==> config.mk <==
export PLATFORM = sky130hd
export DESIGN_NAME = fp_noncomp_slice
export DESIGN_NICKNAME = d
export VERILOG_FILES = /design/src/source/fp_op_pkg.sv /design/src/source/fp_fmt_pkg.sv /design/src/source/fp_noncomp_slice.sv /design/src/source/fp_result_packer.sv /design/src/source/fp_noncomp_lane.sv /design/src/source/fp_lane_pipe.sv
export VERILOG_INCLUDE_DIRS = /design/src /design/src/source
export SDC_FILE = /design/constraint.sdc
export NUM_CORES = 1
export LEC_CHECK = 0
export ABC_CLOCK_PERIOD_IN_PS = 4400
export BUFFER_PORTS_ARGS = -buffer_cell sky130_fd_sc_hd__buf_2
export CAP_MARGIN = 20
export CORE_MARGIN = 5
export CORE_UTILIZATION = 35
export CTS_BUF_LIST = sky130_fd_sc_hd__clkbuf_8 sky130_fd_sc_hd__clkbuf_16
export DETAILED_ROUTE_END_ITERATION = 8
export GPL_ROUTABILITY_DRIVEN = 0
export PLACE_DENSITY = 0.52
export SYNTH_ARGS = -nofsm -noshare
export SYNTH_HDL_FRONTEND = slang
export SYNTH_SLANG_ARGS = --single-unit
==> constraint.sdc <==
create_clock -name clk_i -period 4.4 [get_ports clk_i]
set_input_delay 0.66 -clock clk_i [delete_from_list [all_inputs] [get_ports clk_i]]
set_output_delay 0.66 -clock clk_i [all_outputs]
set_load 0.02 [all_outputs]
==> src/source/fp_slice_defs.svh <==
`ifndef FP_SLICE_DEFS_SVH
`define FP_SLICE_DEFS_SVH

// --------------------------------------------------
// Slice geometry
// --------------------------------------------------

// Datapath width, one FP32 value or two FP16 values
`define SLICE_WIDTH 32

// Width of the tag carried alongside each operation
`define TAG_WIDTH 8

// Slice width over the narrowest format width
`define NUM_LANES 2

// Register stages in every lane pipeline
`define NUM_PIPE_REGS 2

`endif
==> src/source/fp_op_pkg.sv <==
package fp_op_pkg;

  // Non-computational operations
  // Sign injection variants have their own codes
  typedef enum logic [2:0] {
    MIN   = 3'd0,
    MAX   = 3'd1,
    SGNJ  = 3'd2,
    SGNJN = 3'd3,
    SGNJX = 3'd4
  } operation_e;

endpackage

==> src/source/fp_fmt_pkg.sv <==
package fp_fmt_pkg;

  // --------------------------------------------------
  // Formats and flags
  // --------------------------------------------------

  typedef enum logic [0:0] {
    FP32 = 1'b0,
    FP16 = 1'b1
  } fp_format_e;

  // RISC-V fflags order
  typedef struct packed {
    logic NV;
    logic DZ;
    logic OF;
    logic UF;
    logic NX;
  } status_t;

  // Travels with each item down the lane pipeline
  typedef struct packed {
    logic       is_vector;
    fp_format_e fmt;
  } aux_t;

  // Per-format field widths
  localparam int unsigned FP32_WIDTH    = 32;
  localparam int unsigned FP32_EXP_BITS = 8;
  localparam int unsigned FP32_MAN_BITS = 23;
  localparam int unsigned FP16_WIDTH    = 16;
  localparam int unsigned FP16_EXP_BITS = 5;
  localparam int unsigned FP16_MAN_BITS = 10;

  // Canonical quiet NaNs
  localparam logic [FP32_WIDTH-1:0] FP32_QNAN = 32'h7fc0_0000;
  localparam logic [FP16_WIDTH-1:0] FP16_QNAN = 16'h7e00;

endpackage

==> src/source/fp_noncomp_slice.sv <==
`timescale 1ns/1ps
`include "fp_slice_defs.svh"

module fp_noncomp_slice (
  input  logic                    clk_i,
  input  logic                    rst_i,
  // Request
  input  logic [`SLICE_WIDTH-1:0] operand_a_i,
  input  logic [`SLICE_WIDTH-1:0] operand_b_i,
  input  fp_op_pkg::operation_e   op_i,
  input  fp_fmt_pkg::fp_format_e  fmt_i,
  input  logic                    vectorial_op_i,
  input  logic [`TAG_WIDTH-1:0]   tag_i,
  input  logic                    in_valid_i,
  output logic                    in_ready_o,
  input  logic                    flush_i,
  // Response
  output logic [`SLICE_WIDTH-1:0] result_o,
  output fp_fmt_pkg::status_t     status_o,
  output logic [`TAG_WIDTH-1:0]   tag_o,
  output logic                    out_valid_o,
  input  logic                    out_ready_i,
  output logic                    busy_o
);

  localparam int unsigned HalfWidth = fp_fmt_pkg::FP16_WIDTH;

  logic                                    vector_op;
  fp_fmt_pkg::aux_t                        aux_data;
  logic                                    lane1_in_valid;
  logic                                    lane1_out_ready;
  logic                                    lane1_out_valid;
  logic [`SLICE_WIDTH-1:0]                 lane0_result;
  logic [HalfWidth-1:0]                    lane1_result;
  fp_fmt_pkg::aux_t                        lane0_aux;
  logic [`NUM_LANES-1:0][`SLICE_WIDTH-1:0] lane_result;
  fp_fmt_pkg::status_t [`NUM_LANES-1:0]    lane_status;
  logic [`NUM_LANES-1:0]                   lane_valid;
  logic [`NUM_LANES-1:0]                   lane_busy;

  // --------------------------------------------------
  // Input side
  // --------------------------------------------------

  // Only FP16 packs two values into the slice
  assign vector_op          = vectorial_op_i && (fmt_i == fp_fmt_pkg::FP16);
  assign aux_data.is_vector = vector_op;
  assign aux_data.fmt       = fmt_i;

  // Upper lane joins vector operations only
  assign lane1_in_valid = in_valid_i & vector_op;

  fp_noncomp_lane #(
    .HasFp32 ( 1'b1 )
  ) u_lane0 (
    .clk_i,
    .rst_i,
    .flush_i,
    .operand_a_i,
    .operand_b_i,
    .op_i,
    .fmt_i,
    .tag_i,
    .aux_i       ( aux_data       ),
    .in_valid_i,
    .in_ready_o,
    .out_valid_o ( lane_valid[0]  ),
    .out_ready_i,
    .result_o    ( lane0_result   ),
    .status_o    ( lane_status[0] ),
    .tag_o,
    .aux_o       ( lane0_aux      ),
    .busy_o      ( lane_busy[0]   )
  );

  fp_noncomp_lane #(
    .HasFp32 ( 1'b0 )
  ) u_lane1 (
    .clk_i,
    .rst_i,
    .flush_i,
    .operand_a_i ( operand_a_i[HalfWidth +: HalfWidth] ),
    .operand_b_i ( operand_b_i[HalfWidth +: HalfWidth] ),
    .op_i,
    .fmt_i,
    .tag_i,
    .aux_i       ( aux_data        ),
    .in_valid_i  ( lane1_in_valid  ),
    .in_ready_o  (                 ),
    .out_valid_o ( lane1_out_valid ),
    .out_ready_i ( lane1_out_ready ),
    .result_o    ( lane1_result    ),
    .status_o    ( lane_status[1]  ),
    .tag_o       (                 ),
    .aux_o       (                 ),
    .busy_o      ( lane_busy[1]    )
  );

  // --------------------------------------------------
  // Output side
  // --------------------------------------------------

  // Lane 0 decides whether the upper lane takes part
  assign lane1_out_ready = out_ready_i & lane0_aux.is_vector;
  assign lane_valid[1]   = lane1_out_valid & lane0_aux.is_vector;

  assign lane_result[0] = lane0_result;
  assign lane_result[1] = {{(`SLICE_WIDTH - HalfWidth){1'b0}}, lane1_result};

  fp_result_packer u_packer (
    .lane_result_i ( lane_result ),
    .lane_status_i ( lane_status ),
    .lane_valid_i  ( lane_valid  ),
    .aux_i         ( lane0_aux   ),
    .result_o,
    .status_o
  );

  assign out_valid_o = lane_valid[0];
  assign busy_o      = |lane_busy;

endmodule

==> src/source/fp_result_packer.sv <==
`timescale 1ns/1ps
`include "fp_slice_defs.svh"

module fp_result_packer (
  input  logic [`NUM_LANES-1:0][`SLICE_WIDTH-1:0] lane_result_i,
  input  fp_fmt_pkg::status_t [`NUM_LANES-1:0]    lane_status_i,
  input  logic [`NUM_LANES-1:0]                   lane_valid_i,
  input  fp_fmt_pkg::aux_t                        aux_i,
  output logic [`SLICE_WIDTH-1:0]                 result_o,
  output fp_fmt_pkg::status_t                     status_o
);

  localparam int unsigned HalfWidth = fp_fmt_pkg::FP16_WIDTH;

  // --------------------------------------------------
  // Result placement
  // --------------------------------------------------
  always_comb begin : place_results
    // Anything not written by a valid lane stays all ones
    result_o = '1;
    if (aux_i.fmt == fp_fmt_pkg::FP32) begin
      if (lane_valid_i[0]) begin
        result_o = lane_result_i[0];
      end
    end else begin
      for (int lane = 0; lane < `NUM_LANES; lane++) begin
        if (lane_valid_i[lane]) begin
          result_o[lane*HalfWidth +: HalfWidth] = lane_result_i[lane][HalfWidth-1:0];
        end
      end
    end
  end

  // Status of idle lanes is masked out
  always_comb begin : collapse_status
    status_o = '0;
    for (int lane = 0; lane < `NUM_LANES; lane++) begin
      if (lane_valid_i[lane]) begin
        status_o = status_o | lane_status_i[lane];
      end
    end
  end

endmodule

==> src/source/fp_noncomp_lane.sv <==
`timescale 1ns/1ps
`include "fp_slice_defs.svh"

module fp_noncomp_lane #(
  parameter bit HasFp32 = 1'b1,
  localparam int unsigned LaneWidth =
      HasFp32 ? fp_fmt_pkg::FP32_WIDTH : fp_fmt_pkg::FP16_WIDTH
) (
  input  logic                   clk_i,
  input  logic                   rst_i,
  input  logic                   flush_i,
  input  logic [LaneWidth-1:0]   operand_a_i,
  input  logic [LaneWidth-1:0]   operand_b_i,
  input  fp_op_pkg::operation_e  op_i,
  input  fp_fmt_pkg::fp_format_e fmt_i,
  input  logic [`TAG_WIDTH-1:0]  tag_i,
  input  fp_fmt_pkg::aux_t       aux_i,
  input  logic                   in_valid_i,
  output logic                   in_ready_o,
  output logic                   out_valid_o,
  input  logic                   out_ready_i,
  output logic [LaneWidth-1:0]   result_o,
  output fp_fmt_pkg::status_t    status_o,
  output logic [`TAG_WIDTH-1:0]  tag_o,
  output fp_fmt_pkg::aux_t       aux_o,
  output logic                   busy_o
);

  localparam int unsigned WideWidth = fp_fmt_pkg::FP32_WIDTH;
  localparam int unsigned HalfWidth = fp_fmt_pkg::FP16_WIDTH;
  localparam int unsigned Fp32Man   = fp_fmt_pkg::FP32_MAN_BITS;
  localparam int unsigned Fp16Man   = fp_fmt_pkg::FP16_MAN_BITS;

  logic                 is_fp32;
  logic [WideWidth-1:0] wide_op [2];
  logic [WideWidth-2:0] op_mag  [2];
  logic [1:0]           op_sign;
  logic [1:0]           op_nan;
  logic [1:0]           op_snan;
  logic [1:0]           op_zero;
  logic                 a_lt_b;
  logic                 inj_sign;
  logic [WideWidth-1:0] wide_result;
  logic [LaneWidth-1:0] lane_result;
  fp_fmt_pkg::status_t  lane_status;

  // A 16-bit lane always works on FP16
  assign is_fp32 = HasFp32 && (fmt_i == fp_fmt_pkg::FP32);

  // --------------------------------------------------
  // Operand classification
  // --------------------------------------------------
  always_comb begin : classify
    wide_op[0] = '0;
    wide_op[1] = '0;
    wide_op[0][LaneWidth-1:0] = operand_a_i;
    wide_op[1][LaneWidth-1:0] = operand_b_i;
    for (int i = 0; i < 2; i++) begin
      op_mag[i] = '0;
      if (is_fp32) begin
        op_sign[i] = wide_op[i][WideWidth-1];
        op_mag[i]  = wide_op[i][WideWidth-2:0];
        op_nan[i]  = (&wide_op[i][WideWidth-2:Fp32Man]) && (|wide_op[i][Fp32Man-1:0]);
        op_snan[i] = op_nan[i] && !wide_op[i][Fp32Man-1];
      end else begin
        op_sign[i] = wide_op[i][HalfWidth-1];
        op_mag[i][HalfWidth-2:0] = wide_op[i][HalfWidth-2:0];
        op_nan[i]  = (&wide_op[i][HalfWidth-2:Fp16Man]) && (|wide_op[i][Fp16Man-1:0]);
        op_snan[i] = op_nan[i] && !wide_op[i][Fp16Man-1];
      end
      op_zero[i] = (op_mag[i] == '0);
    end
  end

  // Sign-magnitude ordering
  always_comb begin : compare
    if (op_zero[0] && op_zero[1]) begin
      // -0 orders below +0
      a_lt_b = op_sign[0] && !op_sign[1];
    end else if (op_sign[0] != op_sign[1]) begin
      a_lt_b = op_sign[0];
    end else if (op_sign[0]) begin
      a_lt_b = op_mag[0] > op_mag[1];
    end else begin
      a_lt_b = op_mag[0] < op_mag[1];
    end
  end

  // --------------------------------------------------
  // Min/max and sign injection
  // --------------------------------------------------
  always_comb begin : compute
    wide_result = wide_op[0];
    inj_sign    = op_sign[1];
    lane_status = '0;
    case (op_i)
      fp_op_pkg::MIN, fp_op_pkg::MAX: begin
        if (op_nan[0] && op_nan[1]) begin
          wide_result = fp_fmt_pkg::FP32_QNAN;
          if (!is_fp32) begin
            wide_result[HalfWidth-1:0] = fp_fmt_pkg::FP16_QNAN;
          end
        end else if (op_nan[0]) begin
          wide_result = wide_op[1];
        end else if (op_nan[1]) begin
          wide_result = wide_op[0];
        end else if ((op_i == fp_op_pkg::MIN) == a_lt_b) begin
          wide_result = wide_op[0];
        end else begin
          wide_result = wide_op[1];
        end
        // Only signaling NaNs raise invalid
        lane_status.NV = |op_snan;
      end
      fp_op_pkg::SGNJ, fp_op_pkg::SGNJN, fp_op_pkg::SGNJX: begin
        if (op_i == fp_op_pkg::SGNJN) begin
          inj_sign = !op_sign[1];
        end else if (op_i == fp_op_pkg::SGNJX) begin
          inj_sign = op_sign[0] ^ op_sign[1];
        end
        if (is_fp32) begin
          wide_result[WideWidth-1] = inj_sign;
        end else begin
          wide_result[HalfWidth-1] = inj_sign;
        end
      end
      default: wide_result = wide_op[0];
    endcase
  end

  assign lane_result = wide_result[LaneWidth-1:0];

  fp_lane_pipe #(
    .DataWidth ( LaneWidth )
  ) u_pipe (
    .clk_i,
    .rst_i,
    .flush_i,
    .in_valid_i,
    .in_ready_o,
    .in_result_i  ( lane_result ),
    .in_status_i  ( lane_status ),
    .in_tag_i     ( tag_i       ),
    .in_aux_i     ( aux_i       ),
    .out_valid_o,
    .out_ready_i,
    .out_result_o ( result_o    ),
    .out_status_o ( status_o    ),
    .out_tag_o    ( tag_o       ),
    .out_aux_o    ( aux_o       ),
    .busy_o
  );

endmodule

==> src/source/fp_lane_pipe.sv <==
`timescale 1ns/1ps
`include "fp_slice_defs.svh"

module fp_lane_pipe #(
  parameter int unsigned DataWidth = 32
) (
  input  logic                  clk_i,
  input  logic                  rst_i,
  input  logic                  flush_i,
  // Upstream side
  input  logic                  in_valid_i,
  output logic                  in_ready_o,
  input  logic [DataWidth-1:0]  in_result_i,
  input  fp_fmt_pkg::status_t   in_status_i,
  input  logic [`TAG_WIDTH-1:0] in_tag_i,
  input  fp_fmt_pkg::aux_t      in_aux_i,
  // Downstream side
  output logic                  out_valid_o,
  input  logic                  out_ready_i,
  output logic [DataWidth-1:0]  out_result_o,
  output fp_fmt_pkg::status_t   out_status_o,
  output logic [`TAG_WIDTH-1:0] out_tag_o,
  output fp_fmt_pkg::aux_t      out_aux_o,
  output logic                  busy_o
);

  // Index i holds the item after i register stages
  logic [DataWidth-1:0]    pipe_result_q [0:`NUM_PIPE_REGS];
  fp_fmt_pkg::status_t     pipe_status_q [0:`NUM_PIPE_REGS];
  logic [`TAG_WIDTH-1:0]   pipe_tag_q    [0:`NUM_PIPE_REGS];
  fp_fmt_pkg::aux_t        pipe_aux_q    [0:`NUM_PIPE_REGS];
  logic [0:`NUM_PIPE_REGS] pipe_valid_q;
  logic [0:`NUM_PIPE_REGS] pipe_ready;

  // Stage 0 is the input itself
  assign pipe_result_q[0] = in_result_i;
  assign pipe_status_q[0] = in_status_i;
  assign pipe_tag_q[0]    = in_tag_i;
  assign pipe_aux_q[0]    = in_aux_i;
  assign pipe_valid_q[0]  = in_valid_i;

  // --------------------------------------------------
  // Register stages
  // --------------------------------------------------
  for (genvar i = 0; i < `NUM_PIPE_REGS; i++) begin : gen_stage
    logic reg_ena;

    // Advance when the next stage moves on or only holds a bubble
    assign pipe_ready[i] = pipe_ready[i+1] | ~pipe_valid_q[i+1];
    assign reg_ena       = pipe_ready[i] & pipe_valid_q[i];

    always_ff @(posedge clk_i) begin
      if (rst_i || flush_i) begin
        pipe_valid_q[i+1] <= 1'b0;
      end else if (pipe_ready[i]) begin
        pipe_valid_q[i+1] <= pipe_valid_q[i];
      end
    end

    always_ff @(posedge clk_i) begin
      if (reg_ena) begin
        pipe_result_q[i+1] <= pipe_result_q[i];
        pipe_status_q[i+1] <= pipe_status_q[i];
        pipe_tag_q[i+1]    <= pipe_tag_q[i];
        pipe_aux_q[i+1]    <= pipe_aux_q[i];
      end
    end
  end

  // Ready enters from the downstream side
  assign pipe_ready[`NUM_PIPE_REGS] = out_ready_i;

  assign in_ready_o   = pipe_ready[0];
  assign out_valid_o  = pipe_valid_q[`NUM_PIPE_REGS];
  assign out_result_o = pipe_result_q[`NUM_PIPE_REGS];
  assign out_status_o = pipe_status_q[`NUM_PIPE_REGS];
  assign out_tag_o    = pipe_tag_q[`NUM_PIPE_REGS];
  assign out_aux_o    = pipe_aux_q[`NUM_PIPE_REGS];

  // Any registered item counts as in flight
  assign busy_o = |pipe_valid_q[1:`NUM_PIPE_REGS];

endmodule

==> results.yml <==
pwr:
  switch_pwr_uw: 729
  power_per_cell_area_nw_per_um2: 376
  worst_ir_drop_vdd_mv: 0.248
  clkPwrFrac_pct: 42.6
  internal-power_uw: 2330
  comb_power_share_pct: 12.3
  p_leak_uw: 0.00328
  power.share.switching_pct: 23.8
  seqPwrFrac_pct: 45.1
  report.power.total_uw: 3060
worst_setup_path:
  critical_path.slowest_cell: "sky130_fd_sc_hd__inv_1"
  capturing_element_type_of_the_critical_path: "flop"
  r2r_slack_ps: 2090
  setup.worst_path.class: "in -> reg"
  crit_fanout: 30
  r2r.worst_path.cells: 4
  worst-endpoint-required_ps: 4500
  critPathMostFrequentCell: "sky130_fd_sc_hd__buf_4"
  crit_chain: "buf_2, inv_1, nand2_1, ha_1, nand4_1, nor4_1, buf_4, a31oi_1, a211oi_1, nand3_1, a32oi_2, buf_4, o21a_1, buf_4, a22oi_1"
  critPathMaxStageDelay_ps: 450
  cp.arrival_ps: 3990
  r2r-end: "u_lane0.u_pipe.pipe_result_q[47]"
  regToRegStartpoint: "u_lane0.u_pipe.out_valid_o"
  timing.critical_path.from_type: "input pin"
drt:
  post-route-drc-count: 0
  routed-via-count: 5120
  dr.pass1.iters: 5
  post_drt_wl_per_cell_um: 19.2
  drt_iter0_markers: 413
  final_antenna_net_count: 0
  route.final.wire_length_um: 18100
  avgViaCountPerCell: 5.43
clock_network:
  h-tree-depth: 4
  postCtsSetupRepairBufs: 0
  cts_resized: 0
  cts_num_sinks: 124
  worst_skew_pair.late_latency_ps: 410
  cts_tree: "done"
  postCtsHoldBufs: 0
  clock_path_buffers: 2
  cts-root-buf: "sky130_fd_sc_hd__clkbuf_16"
  tritoncts.num_buffers: 17
  clk_pin_slew_worst_paths_ps: 50
logic_synthesis:
  netlist_area_um2: 6670
  synthDistinctLibCells: 56
  netlist_instances: 567
  synth_top_cells_by_area: "sky130_fd_sc_hd__edfxtp_1, sky130_fd_sc_hd__ha_1, sky130_fd_sc_hd__a22o_1"
  ys_seq_area_share_pct: 55.2
  synth_seq_cells: 124
  post_synth.cell_area_avg_um2: 11.8
  synth_ff_type: "sky130_fd_sc_hd__edfxtp_1"
  synth-async-reset-ratio_pct: 0
  yosys_warnings: 0
  post-synth-top-area-cell: "sky130_fd_sc_hd__edfxtp_1"
  post-synth-top-area-fraction_pct: 54.0
  synth-edff-count: 120
sta:
  tightest_slew_ps: 957
  layout_setup_ws_ps: 512
  setup_viol_count_final: 0
  finalHoldViolations: 0
  grt_setup_unrepaired: "false"
  worst_clock_skew_ps: 6.70
  period_share_pct: 88.4
  finalWorstPathRequiredPeriod_ps: 3890
  maximum_clock_rate_mhz: 257
  report.final.slew_viol_count: 0
  maxSlewHeadroom_pct: 35.9
die:
  die_width_um: 148
  fp-row-count: 50
  core_region_area_um2: 18700
  floorplan_die_area_um2: 21900
  floorplan.initialDensity_pct: 35.6
  chipHeight_um: 148
  io_pins: 130
hold_path:
  worst_hold_path_ep: "u_lane1.u_pipe.out_result_o[2]"
  min_from: "u_lane1.u_pipe.pipe_result_q[18]"
  hold_path_class: "reg -> reg"
  min_delay_path_depth: 0
grt:
  antenna_violations_before_repair: 1
  via_count_of_the_first_global_routing_pass: 5206
  wire_length_of_the_first_global_routing_pass_um: 28100
  largest_net_degree_at_the_start_of_global_routing: 36
  global_route_total_overflow: 0
  grt_usage_pct: 16.5
finish:
  filler_cell_count: 1762
  layout_cells_sized_above_1_pct: 25.3
  layout-area-overhead-vs-synth_pct: 22.0
  num-nets-final: 826
  final_cell_area_um2: 8130
place:
  postPlaceCellArea_um2: 7540
  port-buffer-count: 125
  place_hpwl_um: 13600
  dp_worst_setup_slack_ps: 124
run:
  cap_viol_max_count: 0
run_status:
  run_status: "finished, final reports clean"
-- power by group through the flow --
stage / Sequential, uW / Combinational [uW] / Clock, uW
2_1_floorplan: 1400 / 224 / 0
3_3_place_gp: 1400 / 358 / 0
3_5_place_dp: 1400 / 372 / 0
4_1_cts: 1380 / 375 / 1320
5_1_grt: 1380 / 418 / 1380
6_report: 1380 / 377 / 1300
-- cell families (layout without fill, tap and decap cells) --
group / Yosys count / count (layout) / synth area share [%]
AND/OR/NAND/NOR: 171 / 171 / 13.4
AO/OA/AOI/OAI: 133 / 133 / 15.1
flip-flops: 124 / 124 / 55.2
buffers and inverters: 77 / 215 / 5.27
adder cells (fa/ha/maj): 48 / 48 / 9.01
multiplexers: 11 / 11 / 1.65
XOR/XNOR: 2 / 2 / 0.263
other: 1 / 5 / 0.0562
-- worst max-delay path by stage --
stage,from,end,cells past startpoint
floorplan,fmt_i,u_lane0.u_pipe.pipe_result_q[41],14
global placement,fmt_i,u_lane0.u_pipe.pipe_result_q[54],13
detailed placement,fmt_i,u_lane0.u_pipe.pipe_result_q[54],15
CTS,fmt_i,u_lane0.u_pipe.pipe_result_q[54],15
global route,fmt_i,u_lane0.u_pipe.pipe_result_q[54],15
finish,fmt_i,u_lane0.u_pipe.pipe_result_q[54],15
-- through the flow --
step                TNS (ps)  cells  utilization (%)  hold WS [ps]
CTS                        0    940             43.3           405
detailed placement         0    909             40.3           405
global placement        -393    907             40.1           401
global route               0    943             43.5           398
floorplan                  0    570                -           400
finish                     0    943             43.5           416
-- cell usage after synthesis (2+ instances only) --
cell,number
sky130_fd_sc_hd__o31ai_1,3
sky130_fd_sc_hd__a32o_1,2
sky130_fd_sc_hd__nand4_1,14
sky130_fd_sc_hd__clkbuf_1,14
sky130_fd_sc_hd__edfxtp_1,120
sky130_fd_sc_hd__a31oi_1,2
sky130_fd_sc_hd__buf_2,2
sky130_fd_sc_hd__nand2b_1,20
sky130_fd_sc_hd__nor3_1,18
sky130_fd_sc_hd__o21ai_0,13
sky130_fd_sc_hd__nor2b_1,10
sky130_fd_sc_hd__o211ai_1,2
sky130_fd_sc_hd__mux2i_1,11
sky130_fd_sc_hd__o22a_1,16
sky130_fd_sc_hd__and2_1,3
sky130_fd_sc_hd__nor2_1,29
sky130_fd_sc_hd__nand3b_1,2
sky130_fd_sc_hd__nand2_1,38
sky130_fd_sc_hd__ha_1,48
sky130_fd_sc_hd__o41ai_1,2
sky130_fd_sc_hd__nor4_1,10
sky130_fd_sc_hd__inv_1,46
sky130_fd_sc_hd__nand3_1,15
sky130_fd_sc_hd__a21o_1,4
sky130_fd_sc_hd__or4_1,3
sky130_fd_sc_hd__a22o_1,24
sky130_fd_sc_hd__dfxtp_1,4
sky130_fd_sc_hd__a22oi_1,14
sky130_fd_sc_hd__or2_2,2
sky130_fd_sc_hd__a21oi_1,24
sky130_fd_sc_hd__a211oi_1,6
sky130_fd_sc_hd__a221o_1,6
sky130_fd_sc_hd__a211o_1,2
sky130_fd_sc_hd__or3_1,2
sky130_fd_sc_hd__nor3b_1,2
sky130_fd_sc_hd__buf_4,14
-- metal layers --
metal	vias to the layer above	track usage, %	part of all wire (%)
li1	2428	-	-
met1	2487	22.0	45
met2	180	26.8	48
met3	25	3.40	4.7
met4	0	5.96	1.9
met5	-	0	0
-- critical path, delay by kind of cell --
family | cells | cell delay (ps)
compound gates | 5 | 920
simple gates | 4 | 770
fa+ha+maj | 1 | 350
buf+inv | 5 | 1260
-- registers in the layout, indices dropped and copies added (netlist names) --
signal and count:
u_lane0.u_pipe.out_result_o 32, u_lane0.u_pipe.out_valid_o 1, u_lane0.u_pipe.out_tag_o 8, u_lane0.u_pipe.pipe_aux_q 2, u_lane1.u_pipe.pipe_status_q 1, u_lane0.u_pipe.pipe_status_q 1, u_lane1.u_pipe.pipe_valid_q 1, u_lane0.u_pipe.out_aux_o 2
u_lane0.u_pipe.pipe_tag_q 8, u_lane0.u_pipe.out_status_o 1, u_lane1.u_pipe.pipe_result_q 16, u_lane0.u_pipe.pipe_valid_q 1, u_lane1.u_pipe.out_valid_o 1, u_lane1.u_pipe.out_result_o 16, u_lane0.u_pipe.pipe_result_q 32, u_lane1.u_pipe.out_status_o 1
-- cell usage in the layout (no fill, tap or decap), drive strengths merged, types with 3 or more instances in the layout --
| master | instances |
|---|---|
| nand2 | 38 |
| nor4 | 11 |
| clkinv | 8 |
| nand2b | 20 |
| o41ai | 3 |
| a21o | 4 |
| edfxtp | 120 |
| o21ai | 14 |
| a21oi | 24 |
| a22oi | 14 |
| nor3 | 18 |
| nand3 | 15 |
| a221o | 6 |
| or4 | 3 |
| o31ai | 3 |
| ha | 48 |
| nand4 | 14 |
| a211oi | 6 |
| clkbuf | 18 |
| and2 | 3 |
| nor2 | 29 |
| buf | 137 |
| o22a | 16 |
| inv | 48 |
| a22o | 24 |
| nor2b | 10 |
| conb | 4 |
| mux2i | 11 |
| dfxtp | 4 |
-- layout make-up --
cell class              count  area (um2)  share of cell area, %
multi-input cells         369        2660                   32.8
well taps                 234         293                   3.60
inverters                  46         173                   2.12
clock buffers              17         425                   5.23
clock inverters            14         130                   1.60
diodes                      1        2.50                 0.0308
repair buffers            138         761                   9.36
flip-flops and latches    124        3680                   45.3
Note: power is estimated with default switching activity, not from simulation.
